==> config.mk <==
export PLATFORM = sky130hd
export DESIGN_NAME = obj_line_mixer
export DESIGN_NICKNAME = d
export VERILOG_FILES = /design/src/logic/obj_pkg.sv /design/src/logic/obj_line_mixer.sv
export VERILOG_INCLUDE_DIRS = /design/src /design/src/logic
export SDC_FILE = /design/constraint.sdc
export NUM_CORES = 1
export LEC_CHECK = 0
export ABC_AREA = 0
export CAP_MARGIN = 20
export CELL_PAD_IN_SITES_DETAIL_PLACEMENT = 0
export CELL_PAD_IN_SITES_GLOBAL_PLACEMENT = 1
export CORE_AREA = 2 2 39 41
export CTS_CLUSTER_DIAMETER = 120
export DETAILED_ROUTE_END_ITERATION = 6
export DIE_AREA = 0 0 41 43
export DONT_BUFFER_PORTS = 1
export MAX_ROUTING_LAYER = met4
export PLACE_DENSITY = 0.56
export SLEW_MARGIN = 5
export SYNTH_ARGS = -nofsm -noshare
export SYNTH_HDL_FRONTEND = slang
export SYNTH_SLANG_ARGS = --single-unit
==> constraint.sdc <==
create_clock -name clock -period 0.8 [get_ports clock]
set_input_delay 0 -clock clock [delete_from_list [all_inputs] [get_ports clock]]
set_output_delay 0 -clock clock [all_outputs]
set_load 0.02 [all_outputs]
==> src/logic/obj_consts.svh <==
`ifndef OBJ_CONSTS_SVH
`define OBJ_CONSTS_SVH

// Geometry of the sprite line unit

// Visible columns on one scanline
`define OBJ_LINE_WIDTH 240

// Pixels carried by one sprite sliver
`define OBJ_SLIVER_WIDTH 8

// Bits needed to index a column, including the hidden columns 240 to 255
`define OBJ_COL_BITS 8

// Width of one palette index; index 0 is transparent
`define OBJ_INDEX_BITS 4

// Width of a palette number
`define OBJ_PALETTE_BITS 3

`endif

==> src/logic/obj_pkg.sv <==
`include "obj_consts.svh"

package obj_pkg;

    // One sprite's pixels on one line, as handed over by sprite evaluation
    typedef struct packed {
        logic [`OBJ_COL_BITS-1:0]                             x;  // First column
        logic [`OBJ_PALETTE_BITS-1:0]                         palette;
        logic                                                 behind_bg;
        logic [`OBJ_SLIVER_WIDTH-1:0][`OBJ_INDEX_BITS-1:0]    pixels;  // Pixel 0 leftmost
    } obj_sliver_t;

    // Sprite pixel held in a row buffer column, all zero when the column is empty
    typedef struct packed {
        logic                          opaque;
        logic                          behind_bg;
        logic [`OBJ_PALETTE_BITS-1:0]  palette;
        logic [`OBJ_INDEX_BITS-1:0]    index;
    } obj_pixel_t;

    // Background pixel from the tile pipeline
    typedef struct packed {
        logic [`OBJ_PALETTE_BITS-1:0]  palette;
        logic [`OBJ_INDEX_BITS-1:0]    index;  // Zero lets a behind_bg sprite through
    } bg_pixel_t;

    // Final colour, ready for the palette RAM lookup
    typedef struct packed {
        logic                          bank;  // Set selects the sprite palettes
        logic [`OBJ_PALETTE_BITS-1:0]  palette;
        logic [`OBJ_INDEX_BITS-1:0]    index;
    } color_t;

endpackage

==> src/logic/obj_line_mixer.sv <==
`timescale 1ns/1ps
`default_nettype none

`include "obj_consts.svh"

module obj_line_mixer
    import obj_pkg::*;
(
    input  logic       clock,
    input  logic       rst_n,
    input  logic       pixel_valid,
    input  obj_pixel_t spr,
    input  bg_pixel_t  bg,
    output logic       out_valid,
    output color_t     out_pixel
);

    logic   show_sprite;
    color_t mix;

    // A behind_bg sprite only shows through transparent background
    assign show_sprite = spr.opaque && (!spr.behind_bg || (bg.index == '0));

    always_comb begin
        if (show_sprite) begin
            mix.bank    = 1'b1;
            mix.palette = spr.palette;
            mix.index   = spr.index;
        end else begin
            mix.bank    = 1'b0;
            mix.palette = bg.palette;
            mix.index   = bg.index;
        end
    end

    always_ff @(posedge clock or negedge rst_n) begin
        if (!rst_n)
            out_valid <= 1'b0;
        else
            out_valid <= pixel_valid;
    end

    // Colour is registered every cycle and qualified by out_valid
    always_ff @(posedge clock) begin
        out_pixel <= mix;
    end

endmodule

`default_nettype wire

==> results.md <==
* Status: complete, but fails checks
* Violated checks: negative hold slack
* Fmax at around 1500 MHz
* H-tree lvl count at 1
* Die W at roughly 41 um
* Largest net degree at the start of global routing at 7
* Max Transition Viols Final at 0
* Beginning of the worst hold path: bg[0]
* Vias in the first global route at roughly 240
* Vias at 253
* Worst setup path category: register to output pin
* Clk slew on worst S/H paths at 0.06 ns
* WP data arrival at a little under 0.7 ns
* Cts bufs inserted at 3
* Maximum vdd drop at between 0.4 and 0.5 mV
* Initial core utilization at approximately 24%
* Setup TNS at 0 ns
* Gate count after technology mapping at 28
* Synth Cell Area at about 330 um2
* Initial antenna violation count at 0
* Post_cts resized at 0
* Mux cell area share after synthesis at between 10% and 20%
* Internal at approximately 760 uW
* # nets final at 64
* Gate power share at between 10% and 20%
* CP Max Fanout at 1
* Tcrit/Tclk final at about 86%
* CORE AREA at roughly 1400 um2
* Commonest non-fill, non-tap cell in the layout: dlygate4sd3_1
* Final Hold Violating Endpoints at 7
* Clock group share of total power at 34.1%
* Flop pwr share at around 54%
* Worst-margin pin slew at 0.327 ns
* Postcts setup bufs at 0
* Grt ovf at 0
* ANT cells at 0
* Flops & latches, synth at 9
* Die Area at approximately 1800 um2
* Lkg Pwr at 0.219 nW
* Worst setup margin at roughly 0.11 ns
* Simple-gate portion of the synthesized area at under 10%
* Final wirelength at approximately 710 um
* GRT Util Overall at under 10%
* CTS Root Cell: clkbuf_4
* Worst EP required at ~0.80 ns
* Yosys top cell by area: dfxtp_1
* CTS tree: done
* Largest family of logic cells by synthesized area: compound AO/OA/AOI/OAI gates
* Die height at around 43 um
* FP Rows at 14
* Hold EP: out_pixel[0]
* Yosys top cell area share at around 48%
* Critical Path Source Type: register
* Yosys Warn Count at 0
* Hold_buf cts at 9
* Worst Setup End Kind: output pin
* Most frequent cells in the layout: dlygate4sd3_1 (11), a21oi_1 (8), dfxtp_1 (8), nor2_1 (4)
* Port Buffers at 0
* Register area share after synthesis at around 55%
* Hold Crit Depth at 2
* Avg Cell Area, Syn at between 10 and 15 um2
* Post-route ant nets at 0
* Synth Area in XOR/XNOR at 0%
* Share of layout cells above drive strength 1 at around a fifth
* Drt pass-1 iters at 2
* # setup viols final at 0
* Max-cap violations at 0
* Layout area overhead at 49.1%
* PD cells at a little over 2000 nW/um2
* Drt wl/cell at between 10 and 15 um
* Post-layout minimum cycle time at ~0.69 ns
* Max Buffers Root-to-Sink at 2
* IO Count at 28
* Synth Area in Adders at 0%
* HPWL after detailed placement at about 540 um
* First-pass GRT wire length at slightly below 1000 um
* Main area contributors after synthesis: dfxtp_1 (48%), mux2_4 (13%), a21oi_1 (12%), o41ai_4 (8.2%), dfrtp_1 (7.5%)
* Residual DRC at 0
* Gpl congestion at between 0.6 and 0.7
* Synthesized Nets at 47
* Number of clock sinks at 9
* RSZ-0062 raised after global routing: false
* Switching share of total power at ~24%
* Drt via density at roughly 4.2
* Final Util at a little over a third
* Synth Area in Compound Gates at 20.2%
* Slew margin rel. at around four fifths
* Pre-CTS setup slack at -0.158 ns
* Sw power at roughly 250 uW
* Starting DRT DRC Count at 4
* Hold Path Class: input pin to register
* Synth cell types at 9
* Final hold slack at -0.128 ns
## worst max-delay path by stage
stage,end,from,depth (start not counted)
finish,out_valid,out_valid,0
global route,out_valid,out_valid,0
CTS,out_valid,out_valid,0
detailed placement,out_pixel[5],bg[3],3
global placement,out_pixel[5],bg[3],3
floorplan,out_pixel[4],bg[3],3
## cell usage after synthesis
master and count:
nand2b_1 1, nor2_1 4, a21oi_1 8, dfrtp_1 1, o41ai_4 1, mux2_4 3, inv_1 1, nand2_4 1
dfxtp_1 8
## final cells by class
| cell class | instances | area, um2 |
|---|---|---|
| fill | 141 | 886 |
| sequential | 9 | 185 |
| clock buffer | 4 | 26.3 |
| multi-input combinational | 18 | 145 |
| tap | 16 | 20.0 |
| timing repair buffer | 12 | 118 |
| inverter | 1 | 3.75 |
## power by group through the flow
stage | sequential [mW] | clock, mW | combinational (mW)
6_report | 0.544 | 0.341 | 0.117
5_1_grt | 0.548 | 0.383 | 0.125
4_1_cts | 0.545 | 0.347 | 0.110
3_5_place_dp | 0.556 | 0 | 0.0719
3_3_place_gp | 0.555 | 0 | 0.0690
2_1_floorplan | 0.551 | 0 | 0.0602
## state kept, by name, summed over array words and instances (netlist names)
name,flops
out_pixel,8
out_valid,1
## metrics by stage
stage | cell area, um2 | cells | total power [mW]
floorplan | 334 | 28 | 0.611
global placement | 362 | 45 | 0.624
detailed placement | 362 | 45 | 0.627
CTS | 478 | 58 | 1.00
global route | 498 | 60 | 1.06
finish | 498 | 60 | 1.00
## per-layer routing
metal  up-vias  global-route usage, %  routed length (um)
met5         -                      -                   0
met4         0                   6.00                   4
met3         2                   4.71                  42
met2         6                   15.3                 436
met1       116                   7.12                 226
li1        129                      -                   -
## cell families (layout without fill, tap and decap cells)
family | count (synthesis) | in the layout
flops | 9 | 9
simple gates | 6 | 6
compound gates | 9 | 9
mux | 3 | 3
buf+inv | 1 | 17
(Power assumes the default switching activity.)
