--- config.mk ---
export PLATFORM = sky130hd
export DESIGN_NAME = obj_pixel_writer
export DESIGN_NICKNAME = d
export VERILOG_FILES = /design/src/logic/obj_pkg.sv /design/src/logic/obj_pixel_writer.sv
export VERILOG_INCLUDE_DIRS = /design/src /design/src/logic
export SDC_FILE = /design/constraint.sdc
export NUM_CORES = 1
export LEC_CHECK = 0
export BUFFER_PORTS_ARGS = -buffer_cell sky130_fd_sc_hd__buf_2
export CAP_MARGIN = 20
export CORE_AREA = 2 2 92 76
export DETAILED_ROUTE_END_ITERATION = 6
export DIE_AREA = 0 0 94 78
export PLACE_DENSITY_LB_ADDON = 0.3
export SLEW_MARGIN = 10
export SYNTH_ARGS = -nofsm -noshare
export SYNTH_HDL_FRONTEND = slang
export SYNTH_SLANG_ARGS = --single-unit
export TNS_END_PERCENT = 100
--- constraint.sdc ---
create_clock -name clock -period 1.9 [get_ports clock]
set_clock_uncertainty 0.1 [all_clocks]
set_input_delay 0.285 -clock clock [delete_from_list [all_inputs] [get_ports clock]]
set_output_delay 0.285 -clock clock [all_outputs]
set_load 0.005 [all_outputs]
--- src/logic/obj_consts.svh ---
`ifndef OBJ_CONSTS_SVH
`define OBJ_CONSTS_SVH

// Geometry of the sprite line unit

// Visible columns on one scanline
`define OBJ_LINE_WIDTH 240

// Pixels carried by one sprite sliver
`define OBJ_SLIVER_WIDTH 8

// Bits needed to index a column, including the hidden columns 240 to 255
`define OBJ_COL_BITS 8

// Width of one palette index; index 0 is transparent
`define OBJ_INDEX_BITS 4

// Width of a palette number
`define OBJ_PALETTE_BITS 3

`endif

--- src/logic/obj_pkg.sv ---
`include "obj_consts.svh"

package obj_pkg;

    // One sprite's pixels on one line, as handed over by sprite evaluation
    typedef struct packed {
        logic [`OBJ_COL_BITS-1:0]                             x;  // First column
        logic [`OBJ_PALETTE_BITS-1:0]                         palette;
        logic                                                 behind_bg;
        logic [`OBJ_SLIVER_WIDTH-1:0][`OBJ_INDEX_BITS-1:0]    pixels;  // Pixel 0 leftmost
    } obj_sliver_t;

    // Sprite pixel held in a row buffer column, all zero when the column is empty
    typedef struct packed {
        logic                          opaque;
        logic                          behind_bg;
        logic [`OBJ_PALETTE_BITS-1:0]  palette;
        logic [`OBJ_INDEX_BITS-1:0]    index;
    } obj_pixel_t;

    // Background pixel from the tile pipeline
    typedef struct packed {
        logic [`OBJ_PALETTE_BITS-1:0]  palette;
        logic [`OBJ_INDEX_BITS-1:0]    index;  // Zero lets a behind_bg sprite through
    } bg_pixel_t;

    // Final colour, ready for the palette RAM lookup
    typedef struct packed {
        logic                          bank;  // Set selects the sprite palettes
        logic [`OBJ_PALETTE_BITS-1:0]  palette;
        logic [`OBJ_INDEX_BITS-1:0]    index;
    } color_t;

endpackage

--- src/logic/obj_pixel_writer.sv ---
`timescale 1ns/1ps
`default_nettype none

`include "obj_consts.svh"

module obj_pixel_writer
    import obj_pkg::*;
(
    input  logic                     clock,
    input  logic                     rst_n,
    input  logic                     sliver_valid,
    input  obj_sliver_t              sliver,
    output logic                     busy,
    output logic                     wr_en,
    output logic [`OBJ_COL_BITS-1:0] wr_col,
    output obj_pixel_t               wr_pixel
);

    localparam int SLOT_BITS = $clog2(`OBJ_SLIVER_WIDTH);
    localparam logic [SLOT_BITS-1:0] LAST_SLOT = SLOT_BITS'(`OBJ_SLIVER_WIDTH - 1);
    localparam logic [`OBJ_COL_BITS:0] LINE_END = (`OBJ_COL_BITS + 1)'(`OBJ_LINE_WIDTH);

    obj_sliver_t                 sliver_q;
    logic [SLOT_BITS-1:0]        slot;
    logic [`OBJ_COL_BITS:0]      col_sum;  // Extra bit keeps x near 255 from wrapping
    logic [`OBJ_INDEX_BITS-1:0]  cur_index;

    // Slot counter runs for one sliver width after each strobe
    always_ff @(posedge clock or negedge rst_n) begin
        if (!rst_n) begin
            busy <= 1'b0;
            slot <= '0;
        end else if (sliver_valid) begin
            busy <= 1'b1;
            slot <= '0;
        end else if (busy) begin
            slot <= slot + 1'b1;
            if (slot == LAST_SLOT)
                busy <= 1'b0;  // Last pixel goes out this cycle
        end
    end

    // The pixel field shifts right so the current pixel always sits in slot 0
    always_ff @(posedge clock) begin
        if (sliver_valid) begin
            sliver_q <= sliver;
        end else if (busy) begin
            sliver_q.pixels <= {{`OBJ_INDEX_BITS{1'b0}},
                                sliver_q.pixels[`OBJ_SLIVER_WIDTH-1:1]};
        end
    end

    assign cur_index = sliver_q.pixels[0];
    assign col_sum   = {1'b0, sliver_q.x} + {{(`OBJ_COL_BITS + 1 - SLOT_BITS){1'b0}}, slot};

    // Transparent and off-line pixels still burn their slot but never write
    always_comb begin
        wr_en  = busy && (cur_index != '0) && (col_sum < LINE_END);
        wr_col = col_sum[`OBJ_COL_BITS-1:0];

        wr_pixel.opaque    = 1'b1;
        wr_pixel.behind_bg = sliver_q.behind_bg;
        wr_pixel.palette   = sliver_q.palette;
        wr_pixel.index     = cur_index;
    end

    // Sprite evaluation has to wait for busy to drop before the next sliver
    a_no_strobe_while_busy: assert property (
        @(posedge clock) disable iff (!rst_n)
        sliver_valid |-> !busy
    ) else $error("sliver strobed while the writer is still busy");

    // A sliver occupies the write port for exactly one sliver width of cycles
    a_busy_length: assert property (
        @(posedge clock) disable iff (!rst_n)
        sliver_valid |=> busy [*`OBJ_SLIVER_WIDTH] ##1 !busy
    ) else $error("writer busy window has the wrong length");

endmodule

`default_nettype wire

==> run summary <==
reg2reg path depth = 1
leakage power = 1.15 nW
DRC Markers = 0
core area = 6340 sq um
post-DR vias/cell = 4.42
Detail Route Antenna Nets = 0
DP HPWL = 2.73 mm
clock slew at reported path FFs = 90 ps
Int Pwr = 1.97 mW
Synth top area share = 60.8%
Slew headroom = 47.6%
crit-path cells = buf_4 -> fa_2 -> a21oi_4 -> and4_1 -> nor4_2 -> buf_2
Synth Instances = 134
TritonCTS buffer count = 5
R2R setup slack = 460 ps
Slew @ Worst Pin = 786 ps
root buf cell = clkbuf_8
register area = 1420 sq um
largest net degree at the start of global routing = 33
fillers = 575
crit-path leading delay family = adder cells
RSZ-0062 raised after global routing = true
clk sink count = 48
vias in the first global route = 1,258
Yosys top cell by area = edfxtp_1
Slew Viols, Final = 0
antenna cells = 0
Max Freq = 444 MHz
critical path type = flip-flop to primary output
htree depth = 2
CP Capture Point = wr_en
wire length per cell = 13.8 um
violated checks = setup timing
maxcap violations = 0
Synth cell types = 30
NumNets Final = 256
Final Hold Viols = 0
Avg Cell Area, Syn = 16.2 sq um
ratio of cells with drive above 1 in the final layout = 60.1%
reg-to-reg critical path endpoint = sliver_q[24]
DRT Wirelength = 3.96 mm
area of the multi-input gates = 717 sq um
worst skew pair latency = 300 ps
crit start category = flip-flop
register area share after synthesis = 65.4%
full die area = 7330 sq um
TritonCTS clock tree = built
Layout area overhead = 28.7%
Ports = 66
fin util = 44.1%
first-pass GRT wire length = 6.04 mm
post-route setup slack = -353 ps
Clock Power Share = 34.7%
Post-Synth XOR/XNOR Area = 2.82%
Worst Setup SP = sliver_q[37]
Setup crit end kind = primary output
data arrival time of the critical path = 1870 ps
worst r2r src = busy
period utilisation layout = 119%
GR Overflow Total = 0
most common cell in the synthesized netlist = edfxtp_1
1st-iter DRT viols = 35
Hold Path Class = input pin to flip-flop
CTS Buffer Depth = 2
number of cells on the critical path = 6
Simple-Gate Fraction of Synth Area = 5.24%
Top FF cell, synth = edfxtp_1
WP data required = 1510 ps
syn_nets = 187
Crit path buffers/inverters = 2
compound-gate portion of the synthesized area = 2.42%
via count = 1,269
post-synthesis adder-cell area fraction = 3.80%
top post-synthesis cells by count = edfxtp_1, mux2_2, buf_4
Logic pwr share = 12.9%
die width = 94 um
# rows = 26
initial core utilization = 34.3%
die height = 78 um
PortBufs = 64
Seq cells post-synth = 48
synth warn = 0
total track usage = 10.9%
Peak VDD IR = 0.305 mV
slowest library cell on the worst path = fa_2
NetSw = 0.511 mW
leading post-synthesis cells by cell area = edfxtp_1, mux2_2, dfrtp_1
Async S/R FF share, synth = 8.33%
setup violators final = 8
Final min period = 2250 ps
critical path peak fanout = 4
DR pass1 iterations = 4
Sw Share = 20.6%
outcome = finished with violations
largest stage delay on the critical path = 420 ps
initial antenna violation count = 0
register share of total power = 52.5%
Post-Place Setup Slack = -189 ps
mapped cell area = 2170 sq um
GPL Wtd Cong = 0.686
post-synthesis mux area share = 15.4%
EDFF count, synth = 44
largest family of logic cells by synthesized area = multiplexers
pwr dens = 887 nW/um^2
final cells by class:
class	count	share of cell area, %
inverters	2	0.268
well taps	84	3.76
flip-flops and latches	48	50.8
repair buffers	76	14.9
clock inverters	2	2.15
multi-input cells	70	25.6
clock buffers	5	2.46
cell usage in the layout, fill, tap and decap left out, drive strengths merged:
cell type and instances:
buf 75, edfxtp 44, mux2 28, xnor2 5
nor2 5, clkbuf 5, ha 5, and2 4
dfrtp 4, a21oi 4, xor2 2, inv 2
mux2i 2, bufinv 2, nand2b 1, nor2b 1
o211ai 1, nand3 1, nand4b 1, o41ai 1
o2111ai 1, and4b 1, and4 1, nand4 1
nor4 1, or2 1, a21o 1, fa 1
conb 1, dlygate4sd3 1
registers in the layout, summed over array words and instances, names as in the netlist:
name       flops
wr_pixel       4
cur_index      4
sliver_q      36
busy           1
slot           3
per-layer routing:
metal / GRT usage (%) / vias to the layer above / wire length [um] / share of wire (%)
met5: 0 / - / 0 / 0
met4: 3.91 / 0 / 42 / 1.1
met3: 4.37 / 7 / 280 / 7.1
met2: 16.6 / 37 / 1790 / 45
met1: 14.0 / 597 / 1850 / 47
li1: - / 628 / - / -
what timing repair did:
item	CTS	global route
setup endpoints to repair	8	8
pin swaps	6	5
setup buffers	1	1
hold buffers	1	0
endpoints found under the hold margin	4	0
gates resized for setup	5	9
gates cloned	0	0
power by group through the flow:
stage,clock network (mW),logic [mW],registers (mW)
after floorplan,0,0.174,1.31
after global routing,0.912,0.356,1.31
after CTS,0.881,0.307,1.30
after detailed placement,0,0.290,1.32
final,0.860,0.320,1.30
after global placement,0,0.286,1.32
metrics by stage:
step / TNS, ps / cells / power, mW / hold slack (ps) / area [sq um]
final: -2140 / 287 / 2.48 / 55.0 / 2800
after global routing: -2770 / 287 / 2.58 / 45.3 / 2800
after detailed placement: -491 / 277 / 1.61 / 1.24 / 2570
after global placement: -244 / 277 / 1.61 / 0.156 / 2570
after CTS: -2580 / 286 / 2.49 / 47.0 / 2740
after floorplan: 0 / 134 / 1.49 / -111 / 2180
cells by family (layout without fill, tap and decap cells):
family          count (synthesis)  count (layout)
flops                          48              48
mux                            30              30
simple gates                   18              18
buf+inv                        16              85
compound gates                  8               8
xor+xnor                        7               7
fa+ha+maj                       6               6
other cells                     1               1
how the worst min path moves through the flow:
stage                from      endpoint  cells after the start
5_1_grt        sliver[40]  sliver_q[40]                      1
2_1_floorplan       rst_n          busy                      0
3_5_place_dp        rst_n          busy                      1
6_report       sliver[40]  sliver_q[40]                      1
4_1_cts        sliver[40]  sliver_q[40]                      1
3_3_place_gp        rst_n       slot[0]                      1
Power figures use the tool's default switching activity.
